`src/include/pipe_defs.svh`:
```
`ifndef PIPE_DEFS_SVH
`define PIPE_DEFS_SVH

`define ISA_WIDTH       32          // data and instruction word
`define REG_ADDR_WIDTH  5           // 32 general registers
`define ROM_DEPTH       8           // word address bits, 256 words

`define OP_WIDTH        6           // opcode field, bits 31:26
`define FUNC_WIDTH      6           // func field, bits 5:0
`define IMM_WIDTH       16          // i-type immediate
`define JIDX_WIDTH      26          // j-type instruction index
`define RS_LSB          21          // rs field 25:21
`define RT_LSB          16          // rt field 20:16
`define RD_LSB          11          // rd field 15:11
`define LINK_REG        5'd31       // jal return register

`define OP_RTYPE        6'h00
`define OP_J            6'h02
`define OP_JAL          6'h03
`define OP_BEQ          6'h04
`define OP_BNE          6'h05
`define OP_ADDI         6'h08
`define OP_LW           6'h23
`define OP_SW           6'h2b

`define FUNC_JR         6'h08
`define FUNC_ADD        6'h20
`define FUNC_SUB        6'h22
`define FUNC_AND        6'h24
`define FUNC_OR         6'h25
`define FUNC_SLT        6'h2a

`endif

```
`src/hdl/pipe_pkg.sv`:
```
`include "pipe_defs.svh"

package pipe_pkg;

    typedef logic [`ISA_WIDTH-1:0]      word_t;       // data or instruction
    typedef logic [`REG_ADDR_WIDTH-1:0] reg_idx_t;    // register index
    typedef logic [`ROM_DEPTH-1:0]      imem_addr_t;  // rom word address

    typedef enum logic [2:0] {
        alu_add,
        alu_sub,
        alu_and,
        alu_or,
        alu_slt,
        alu_pass                                       // operand_1 straight through
    } alu_op_t;

    typedef enum logic [1:0] {
        mem_none,
        mem_load,
        mem_store
    } mem_ctrl_t;

    typedef struct packed {
        logic r_type;                                  // alu reg-reg
        logic i_type;                                  // addi, lw, sw
        logic j;
        logic jr;
        logic jal;
        logic branch_eq;
        logic branch_ne;
        logic store;
        logic load;
    } inst_class_t;

    typedef struct packed {
        logic     en;
        reg_idx_t addr;
        word_t    data;
    } wb_bus_t;

    typedef struct packed {
        logic      valid;
        alu_op_t   alu_op;
        mem_ctrl_t mem_ctrl;
        logic      wb_en;
        word_t     operand_1;
        word_t     operand_2;
        word_t     store_data;
        reg_idx_t  rs_idx;                             // for forwarding downstream
        reg_idx_t  rt_idx;
        reg_idx_t  dest_idx;
    } id_ex_t;

    typedef struct packed {
        logic  taken;
        word_t target;
    } redirect_t;

endpackage

```
`src/hdl/control.sv`:
```
`include "pipe_defs.svh"
`timescale 1ns/1ps

module control (
    input  pipe_pkg::word_t       id_instruction,
    output pipe_pkg::inst_class_t inst_class,
    output pipe_pkg::alu_op_t     alu_op,
    output pipe_pkg::mem_ctrl_t   mem_ctrl,
    output logic                  wb_en
);

    logic [`OP_WIDTH-1:0]   opcode;
    logic [`FUNC_WIDTH-1:0] func;
    pipe_pkg::reg_idx_t     rt_field;
    pipe_pkg::reg_idx_t     rd_field;

    assign opcode   = id_instruction[`ISA_WIDTH-1 -: `OP_WIDTH];  // op 31:26
    assign func     = id_instruction[`FUNC_WIDTH-1:0];
    assign rt_field = id_instruction[`RT_LSB +: `REG_ADDR_WIDTH];
    assign rd_field = id_instruction[`RD_LSB +: `REG_ADDR_WIDTH];

    always_comb begin
        inst_class = '0;                              // unknown decodes as bubble
        alu_op     = pipe_pkg::alu_pass;
        mem_ctrl   = pipe_pkg::mem_none;
        case (opcode)
            `OP_RTYPE: begin
                case (func)
                    `FUNC_ADD: begin
                        inst_class.r_type = 1'b1;
                        alu_op            = pipe_pkg::alu_add;
                    end
                    `FUNC_SUB: begin
                        inst_class.r_type = 1'b1;
                        alu_op            = pipe_pkg::alu_sub;
                    end
                    `FUNC_AND: begin
                        inst_class.r_type = 1'b1;
                        alu_op            = pipe_pkg::alu_and;
                    end
                    `FUNC_OR: begin
                        inst_class.r_type = 1'b1;
                        alu_op            = pipe_pkg::alu_or;
                    end
                    `FUNC_SLT: begin
                        inst_class.r_type = 1'b1;
                        alu_op            = pipe_pkg::alu_slt;
                    end
                    `FUNC_JR: inst_class.jr = 1'b1;   // resolved here, alu idle
                    default: ;
                endcase
            end
            `OP_ADDI: begin
                inst_class.i_type = 1'b1;
                alu_op            = pipe_pkg::alu_add;
            end
            `OP_LW: begin
                inst_class.i_type = 1'b1;
                inst_class.load   = 1'b1;
                alu_op            = pipe_pkg::alu_add;  // address = rs + imm
                mem_ctrl          = pipe_pkg::mem_load;
            end
            `OP_SW: begin
                inst_class.i_type = 1'b1;
                inst_class.store  = 1'b1;
                alu_op            = pipe_pkg::alu_add;
                mem_ctrl          = pipe_pkg::mem_store;
            end
            `OP_BEQ: inst_class.branch_eq = 1'b1;
            `OP_BNE: inst_class.branch_ne = 1'b1;
            `OP_J:   inst_class.j         = 1'b1;
            `OP_JAL: inst_class.jal       = 1'b1;   // link value passes through
            default: ;
        endcase
    end

    // results aimed at r0 are dropped here so nothing downstream writes it
    assign wb_en = (inst_class.r_type && rd_field != '0)
                 || (inst_class.i_type && !inst_class.store && rt_field != '0)
                 || inst_class.jal;

endmodule

```
`config.mk`:
```
export PLATFORM = sky130hd
export DESIGN_NAME = control
export DESIGN_NICKNAME = d
export VERILOG_FILES = /design/src/hdl/pipe_pkg.sv /design/src/hdl/control.sv
export VERILOG_INCLUDE_DIRS = /design/src /design/src/include
export SDC_FILE = /design/constraint.sdc
export NUM_CORES = 1
export LEC_CHECK = 0
export BUFFER_PORTS_ARGS = -buffer_cell sky130_fd_sc_hd__clkbuf_2
export CORE_AREA = 3 3 40 42
export DETAILED_ROUTE_END_ITERATION = 6
export DIE_AREA = 0 0 43 45
export PLACE_DENSITY = 0.68
export SYNTH_ARGS = -nofsm -noshare
export SYNTH_HDL_FRONTEND = slang
export SYNTH_SLANG_ARGS = --single-unit
```
`constraint.sdc`:
```
create_clock -name vclk -period 5.5
set_clock_uncertainty 0.2 [all_clocks]
set_input_delay 0.55 -clock vclk [all_inputs]
set_output_delay 0.55 -clock vclk [all_outputs]
set_load 0.03 [all_outputs]
```
## Word-level counts from Yosys, hierarchy flattened

Index checks and enable logic that the tools add are counted.

| word-level totals | value |
|---|---|
| latch bits | 0 |
| word-level logic and storage cells | 38 |
| register bits after elaboration | 0 |
| memories kept | 0 |
| output and inout port bits | 15 |
| ROM bits | 0 |
| bits in writable memories | 0 |

| operators by class | value |
|---|---|
| multipliers | 0 |
| bitwise operators | 0 |
| reductions and logical operators | 11 |
| equality and inequality tests | 13 |
| shifts and indexed selects | 0 |
| mux-type cells | 14 |
| add/subtract/negate cells | 0 |
| magnitude comparators | 0 |
| div/mod/pow operators | 0 |

Operator list:

| operator | count |
|---|---|
| $eq A6 B6 Y1 const B | 7 |
| $pmux W3 S5 | 1 |
| $eq A6 B2 Y1 const B | 2 |
| $eq A6 B3 Y1 const B | 2 |
| $eq A6 B4 Y1 const B | 2 |
| $mux W1 | 11 |
| $reduce_bool A5 Y1 | 2 |
| $logic_not A6 Y1 | 1 |
| $pmux W3 S2 | 1 |
| $reduce_or A5 Y1 | 1 |
| $pmux W2 S2 | 1 |
| $logic_and A1 B1 Y1 | 3 |
| $reduce_or A3 Y1 | 1 |
| $logic_or A1 B1 Y1 | 2 |
| $logic_not A1 Y1 | 1 |

## Longest topological paths before layout

Gate-level depths: netlist of the first run.

| logic depth | value |
|---|---|
| depth in word-level cells | 7 |
| gate-level depth with buffers | 4 |
| gate-level depth less buffers | 4 |

## Least setup slack after synthesis of the first run

No wires, ideal clock.

| timing | value |
|---|---|
| path kind | input to output |
| start | input id_instruction[27] |
| end | output wb_en |
| data required time | 4.750 ns |
| slack | 2.036 ns |
| arrival | 2.714 ns |
| stages on the path | 4 |
| path buffers | 0 |
| cell sequence | or4b_2 -> a211oi_1 -> o21a_1 -> a221o_1 |

RTL lines:

| element | line | source |
|---|---|---|
| start, declared | control.sv:5 | `input pipe_pkg::word_t id_instruction,` |
| end, declared | control.sv:9 | `output logic wb_en` |

## Worst setup path after layout of the first run

| timing | value |
|---|---|
| start | input id_instruction[30] |
| end | output wb_en |

| on the way | value |
|---|---|
| longest elaborated chain between the ends | 7 |
| elaborated cells on any way between the ends | 16 |
| those cells by class | eq/ne: 4; mux: 4; reduce/logical: 8 |

Ends and longest elaborated chain:

| element | line | source |
|---|---|---|
| $eq A6 B6 Y1 / $eq A6 B4 Y1 (equally long branches) | control.sv:26 | `case (opcode)` |
| $reduce_or A3 Y1 (no line) / $mux W1 (equally long branches) | - |  |
| $mux W1 / $logic_not A1 Y1 (equally long branches) | control.sv:26, control.sv:79 |  |
| $logic_and A1 B1 Y1 (2 in series) | control.sv:79 | `\|\| (inst_class.i_type && !inst_class.store && rt_field != '0)` |
| $logic_or A1 B1 Y1 | control.sv:79 |  |
| $logic_or A1 B1 Y1 (*) | control.sv:80 | `\|\| inst_class.jal;` |

Mark *: on every way between the ends. The rest lies on a longest branch, timed or not.

==> results.md, run 1 <==
* Worst Hold Class: in -> out
* Core area at 1280 um^2
* Met2 usage at 16.8%
* Crit path kind: in -> out
* Met3 GRT Util at 1.99%
* Type of origin of the critical path: input port
* Initial antenna violation count at 0
* Global Route met1 Usage at 10.5%
* Layout Nets at 114
* Detailed placement HPWL at 808 um
* Most used cell, CP: clkbuf_2
* Dpl ws at 2330 ps
* Compound-gate portion of the synthesized area at 27.2%
* I/O Buffers at 37
* Pwr dens at 49.8 nW/um^2
* Critical Path RT at 4750 ps
* Syn Std Cell Area at 267 um^2
* Number of DRC markers in iteration 0 at 6
* Hold Path Origin: id_instruction[29]
* Leak pwr at around 0.24 nW
* Utilization after layout at roughly 37%
* Largest net degree at the start of global routing at 8
* Post-layout min period at 3160 ps
* Cells after synthesis at 43
* Die X at 43 um
* Synth area leaders: a2111oi_4 10%, nor2_1 9.9%, nor3_1 9.4%
* CTS resizes at 0
* CP Cell Sequence: clkbuf_2 > or4_4 > or3_4 > a2111oi_4 > a221o_1 > clkbuf_2
* Clkbuf count at 0
* Total track usage at 8.71%
* Fmax at 317 MHz
* ANT nets after route at 0
* Layout area overhead at 76.5%
* Post-Syn Nets at 75
* Hold_buf cts at 0
* Gpl congestion at 0.703
* Die ar. at 1940 um^2
* Type of destination of the critical path: output port
* Synth unique cells at 21
* Total Wirelength at roughly 910 um
* Area leader, netlist: a2111oi_4
* Status: completed
* Post-Synth XOR/XNOR Area at 0%
* TritonRoute pass-1 iters at 2
* Max-cap violations at 0
* Slew Viols, Final at 0
* Syn avg cell area at 6.20 um^2
* Global-route wire length before repair at approximately 1400 um
* Vias in the first global route at 371
* Crit path buffers/inverters at 2
* Final hold vios at 0
* Proportion of synthesized area in mux cells at 0%
* Worst VDD drop at 0.0155 mV
* Post-CTS setup buffers at 0
* Die height at 45 um
* RSZ-0062 raised after global routing: no
* DR DRC count at 0
* Row Count at 13
* Seq cells at 0
* FF/Latch Area at 0 um^2
* Hold-critical path depth at 3
* Overflow left after global routing at 0
* Slew of the pin with the lowest slew margin at 528 ps
* Critical-path top delay cell: or4_4
* Hold endpoint: mem_ctrl[0]
* Final worst slack at roughly 2300 ps
* Most frequent cell after synthesis: nor2_1
* Main combinational cell family by area after synthesis: simple AND/OR/NAND/NOR gates
* Top-area cell type share of the netlist area at slightly above 10%
* Vias per cell at 4.69
* Setup violations, final at 0
* Most Crowded Layer GR: met2
* Arr. time, crit path at 2410 ps
* Starting Density at 20.7%
* Synthesis Warnings at 0
* Slew HR at 64.6%
* Worst-path maximum fanout at 6
* Antenna fix cells at 0
* Drt wl/cell at 9.59 um
* Post-Synth Simple-Gate Area at 68.5%
* Via count at between 400 and 500
* Setup TNS Final at 0 ps
* Io pins at 47
* Layout cells sized above 1 at between 50 and 60%
* CP delay by family, top: simple AND/OR/NAND/NOR gates
* Seq/Total Area, Yosys at 0%
* Post-synthesis adder-cell area fraction at 0%
* Ratio of final minimum period to clock period at between 50% and 60%
* Synth cell count leaders: 7 x nor2_1, 5 x nand2_1, 5 x nor3_1, 3 x a21oi_1, 3 x inv_1
* Crit-path max cell delay at roughly 550 ps
-- metal layers --
layer	up-vias	wire [um]
met2	21	415
met3	0	113
met1	186	382
met4	0	0
li1	239	-
met5	-	0
-- through the flow --
step / total power [W] / cells / instance area (um^2) / hold WS [ps]
after floorplan: 0.00000993 / 43 / 267 / 1000
after global placement: 0.0000230 / 95 / 470 / 1260
after detailed placement: 0.0000235 / 95 / 470 / 1270
after CTS: 0.0000235 / 95 / 470 / 1270
after global routing: 0.0000259 / 95 / 470 / 1290
final: 0.0000234 / 95 / 470 / 1270
-- cell type report --
type	count	area, um^2
well taps	15	18.8
inverters	3	11.3
fillers	147	815
repair buffers	37	185
multi-input cells	40	255
-- cell families after synthesis --
kind of cell | after synthesis
buffers and inverters | 3
AND/OR/NAND/NOR | 32
AO/OA/AOI/OAI | 8
-- report_power, final --
part	internal, W	switching (W)
Combinational	0.0000100	0.0000134
Clock	0	0
Sequential	0	0
-- worst max-delay path by stage --
stage	start	end	slack, ps	depth (start not counted)
floorplan	id_instruction[27]	wb_en	2040	4
finish	id_instruction[30]	wb_en	2340	6
global route	id_instruction[27]	wb_en	2250	6
global placement	id_instruction[30]	wb_en	2330	6
detailed placement	id_instruction[30]	wb_en	2330	6
CTS	id_instruction[30]	wb_en	2330	6
-- worst min-delay path, cell delays in order --
cell and delay, ps:
clkbuf_2 130, nor4_1 60, clkbuf_2 180
-- cells in the final DEF, fill, tap and decap left out, types with 2 or more instances in the layout --
cell type | netlist | routed
a21oi_1 | 3 | 3
nor2_1 | 7 | 7
nand2_1 | 5 | 5
or4b_2 | 2 | 2
nor3_1 | 5 | 5
nor3b_1 | 2 | 2
nor4_1 | 2 | 2
nand3_1 | 2 | 2
clkbuf_2 | 0 | 37
inv_1 | 3 | 3
No activity file was read; power rests on OpenSTA's default activity.
==> inputs of run 2 (changes only) <==
--- a/config.mk
+++ b/config.mk
@@ -10,7 +10,7 @@
 export CORE_AREA = 3 3 40 42
 export DETAILED_ROUTE_END_ITERATION = 6
 export DIE_AREA = 0 0 43 45
-export PLACE_DENSITY = 0.68
+export PLACE_DENSITY = 0.71
 export SYNTH_ARGS = -nofsm -noshare
 export SYNTH_HDL_FRONTEND = slang
 export SYNTH_SLANG_ARGS = --single-unit
==> constraint.sdc (replaced) <==
create_clock -name vclk -period 2.8
set_clock_uncertainty 0.2 [all_clocks]
set_input_delay 0.28 -clock vclk [all_inputs]
set_output_delay 0.28 -clock vclk [all_outputs]
set_load 0.03 [all_outputs]
==> results.md, run 2 (synthesis gave the netlist of run 1 again) <==
* Core area at ~1300 um^2
* Type of destination of the critical path: output port
* Clkbuf count at 0
* Worst-path maximum fanout at 6
* Crit path kind: in -> out
* DR DRC count at 0
* Die ar. at 1940 um^2
* Starting Density at 20.7%
* CTS resizes at 0
* Layout area overhead at 81.2%
* Final hold vios at 0
* Max-cap violations at 0
* CP Cell Sequence: clkbuf_2 > or4_4 > or3_4 > a2111oi_4 > a221o_1 > clkbuf_2
* Worst VDD drop at between 0.03 and 0.04 mV
* Total Wirelength at 906 um
* Initial antenna violation count at 0
* Type of origin of the critical path: input port
* Row Count at 13
* Arr. time, crit path at between 2000 and 2500 ps
* Die X at approximately 43 um
* Fmax at around 380 MHz
* Crit-path max cell delay at 550 ps
* Worst Hold Class: in -> out
* Gpl congestion at about 0.71
* Die height at 45 um
* Psw at 0.0000270 W
* Antenna fix cells at 0
* ANT nets after route at 0
* WHS at 723 ps
* Post-CTS setup buffers at 0
* FF/Latch Area at 0 um^2
* Vias per cell at 4.92
* Ratio of final minimum period to clock period at approximately 94%
* Io pins at 47
* Layout cells sized above 1 at 54.3%
* Status: completed
* Setup TNS Final at 0 ps
* TritonRoute pass-1 iters at 2
* Clock group share of total power at 0%
* Seq cells at 0
* Layout Nets at 115
* I/O Buffers at 37
* Total track usage at 9.54%
* Via count at about 470
* Slew of the pin with the lowest slew margin at 352 ps
* Fill cell count at 139
* Drt wl/cell at 9.44 um
* Slew HR at 76.5%
* Critical Path RT at around 2300 ps
* Pwr dens at 97.8 nW/um^2
* Comb pwr share at 100.0%
* Number of DRC markers in iteration 0 at 7
* Most frequent cells in the layout: 37 x clkbuf_2, 7 x nor2_1, 5 x nor3_1, 5 x nand2_1
* Setup violations, final at 0
* Global-route wire length before repair at 1550 um
* Critical-path top delay cell: or4_4
* Switching part of the total power at between 50% and 60%
* Flop pwr share at 0%
* Leak pwr at 0.244 nW
* Largest net degree at the start of global routing at 8
* RSZ-0062 raised after global routing: no
* Detailed placement HPWL at about 820 um
* Commonest non-fill, non-tap cell in the layout: clkbuf_2
* Vias in the first global route at 392
* Most used cell, CP: clkbuf_2
* Internal power at 0.0000203 W
* Post-layout min period at 2630 ps
* Slew Viols, Final at 0
* Overflow left after global routing at 0
* Hold_buf cts at 0
==> run 2: cell types whose count changed in the layout (fill, tap and decap cells not counted) <==
cell | previous run | this run
a211oi_1 | 1 | 0
a211oi_2 | 0 | 1
buf_4 | 0 | 1
==> run 2: layout make-up <==
class	count	area [um^2]	share of cell area, %
Multi-Input combinational cell	40	260	53.9
Tap cell	15	18.8	3.89
Timing Repair Buffer	38	193	39.9
Inverter	3	11.3	2.33
==> run 2: worst paths after layout <==
kind / from / to / slack, ps / depth (start not counted)
setup / recovery: id_instruction[30] / wb_en / 170 / 6
hold / removal: id_instruction[29] / inst_class[0] / 720 / 3
==> run 2: worst max-delay path, delay by kind of cell <==
family	cells	cell delay [ps]
AND/OR/NAND/NOR	2	920
AO/OA/AOI/OAI	2	610
buffers and inverters	2	320
==> run 2: power by group through the flow <==
stage	registers, W	clock network, W	logic [W]
2_1_floorplan	0	0	0.0000198
3_3_place_gp	0	0	0.0000465
3_5_place_dp	0	0	0.0000472
4_1_cts	0	0	0.0000473
5_1_grt	0	0	0.0000526
6_report	0	0	0.0000473
==> run 2: routing by layer <==
metal,up-vias,track usage [%],share of wire [%]
met1,195,13.6,45
met2,32,16.5,40
met3,0,1.20,15
li1,245,-,-
met4,0,0,0
met5,-,0,0
==> run 2: metrics by stage <==
stage	total power (W)	std cells	util, %	setup WS [ps]	instance area [um^2]
after CTS	0.0000473	96	37.6	172	483
after global placement	0.0000465	96	37.6	186	483
after floorplan	0.0000198	43	-	102	272
after detailed placement	0.0000472	96	37.6	181	483
final	0.0000473	96	37.6	174	483
after global routing	0.0000526	96	37.6	95.9	483
==> inputs of run 3 (changes only) <==
--- a/config.mk
+++ b/config.mk
@@ -6,11 +6,15 @@
 export SDC_FILE = /design/constraint.sdc
 export NUM_CORES = 1
 export LEC_CHECK = 0
+export ABC_CLOCK_PERIOD_IN_PS = 2800
 export BUFFER_PORTS_ARGS = -buffer_cell sky130_fd_sc_hd__clkbuf_2
-export CORE_AREA = 3 3 40 42
+export CELL_PAD_IN_SITES_DETAIL_PLACEMENT = 1
+export CELL_PAD_IN_SITES_GLOBAL_PLACEMENT = 1
+export CORE_MARGIN = 3
+export CORE_UTILIZATION = 14
 export DETAILED_ROUTE_END_ITERATION = 6
-export DIE_AREA = 0 0 43 45
-export PLACE_DENSITY = 0.71
+export PLACE_DENSITY = 0.86
+export SLEW_MARGIN = 20
 export SYNTH_ARGS = -nofsm -noshare
 export SYNTH_HDL_FRONTEND = slang
 export SYNTH_SLANG_ARGS = --single-unit
==> results.md, run 3 (synthesis gave the netlist of run 1 again) <==
* Status: completed
* Die height at 49.6 um
* RSZ-0062 raised after global routing: no
* Hold_buf cts at 0
* Post-layout min period at between 2000 and 3000 ps
* Total track usage at 9.09%
* DR DRC count at 0
* CTS resizes at 0
* Antenna fix cells at 0
* Slew HR at 75.1%
* Layout cells sized above 1 at between 50% and 60%
* Number of DRC markers in iteration 0 at 4
* Arr. time, crit path at 2170 ps
* Starting Density at 15.1%
* Global-route wire length before repair at 1880 um
* Critical Path RT at approximately 2300 ps
* Crit path kind: in -> out
* Worst Hold Class: in -> out
* Via count at 466
* Layout Nets at 114
* Layout area overhead at 83.1%
* Vias in the first global route at 462
* Clkbuf count at 0
* Worst VDD drop at 0.0283 mV
* TritonRoute pass-1 iters at 2
* ANT nets after route at 0
* Row Count at 15
* FF/Latch Area at 0 um^2
* I/O Buffers at 37
* Fill cell count at 242
* Die X at 49.6 um
* Initial antenna violation count at 0
* Final hold vios at 0
* Leak pwr at 0.239 nW
* Core area at 1760 um^2
* Io pins at 47
* CP startpoint: id_instruction[30]
* Commonest non-fill, non-tap cell in the layout: clkbuf_2
* Overflow left after global routing at 0
* Die ar. at 2460 um^2
* Total Wirelength at 1160 um
* Pwr dens at 97.5 nW/um^2
* Setup violations, final at 0
* Hold-critical path depth at 3
* Fmax at 377 MHz
* Setup TNS Final at 0 ps
* Slew of the pin with the lowest slew margin at 373 ps
* Detailed placement HPWL at around 1000 um
* Seq cells at 0
* Vias per cell at 4.44
* Tot Pwr at 0.0000476 W
* Gpl congestion at 0.685
* Post-CTS setup buffers at 0
* Most frequent cells in the layout: 37 x clkbuf_2, 7 x nor2_1, 5 x nor3_1, 5 x nand2_1
* Type of destination of the critical path: output port
* Slew Viols, Final at 0
* Type of origin of the critical path: input port
* Hold Path Origin: id_instruction[29]
* Drt wl/cell at 11.0 um
* Ratio of final minimum period to clock period at 94.6%
* Worst-path maximum fanout at 6
* Max-cap violations at 0
* Hold endpoint: mem_ctrl[0]
* Largest net degree at the start of global routing at 8
==> run 3: changes by cell type in the layout (fill, tap and decap cells not counted) <==
cell,delta
buf_4,-1
==> run 3: how the worst max path moves through the flow <==
stage / end / slack, ps / cells after the start
after detailed placement: wb_en / 130 / 6
after global routing: wb_en / 40 / 6
after floorplan: wb_en / 100 / 4
after CTS: wb_en / 120 / 6
after global placement: wb_en / 170 / 6
final: wb_en / 150 / 6
==> run 3: cell type report <==
| cell class | instances | area [um^2] | share of cell area (%) |
|---|---|---|---|
| Inverter | 3 | 11.3 | 2.31 |
| Multi-Input combinational cell | 40 | 260 | 53.3 |
| Tap cell | 25 | 31.3 | 6.41 |
| Timing Repair Buffer | 37 | 185 | 37.9 |
==> run 3: routing by layer <==
metal | routed length, um | share of wire [%] | vias to the layer above | GRT usage [%]
met5 | 0 | 0 | - | 0
met4 | 0 | 0 | 0 | 0
met3 | 111 | 9.6 | 0 | 0.604
met2 | 592 | 51 | 24 | 18.7
met1 | 451 | 39 | 203 | 10.5
li1 | - | - | 239 | -
==> run 3: through the flow <==
| step | cell area (um^2) | hold WS [ps] | util [%] | std cells | setup slack [ps] |
|---|---|---|---|---|---|
| final | 488 | 730 | 27.7 | 105 | 150 |
| after global routing | 488 | 763 | 27.7 | 105 | 37.9 |
| after CTS | 488 | 733 | 27.7 | 105 | 122 |
| after detailed placement | 488 | 732 | 27.7 | 105 | 128 |
| after global placement | 488 | 720 | 27.7 | 105 | 165 |
| after floorplan | 272 | 430 | - | 43 | 102 |
==> run 3: report_power, final <==
| group | switching (W) | internal [W] | total [W] |
|---|---|---|---|
| sequential | 0 | 0 | 0 |
| clock | 0 | 0 | 0 |
| combinational | 0.0000277 | 0.0000199 | 0.0000476 |
==> run 3: critical path, cell delays in order <==
cell and delay, ps:
clkbuf_2 130, or4_4 550, or3_4 380, a2111oi_4 430, a221o_1 200, clkbuf_2 200
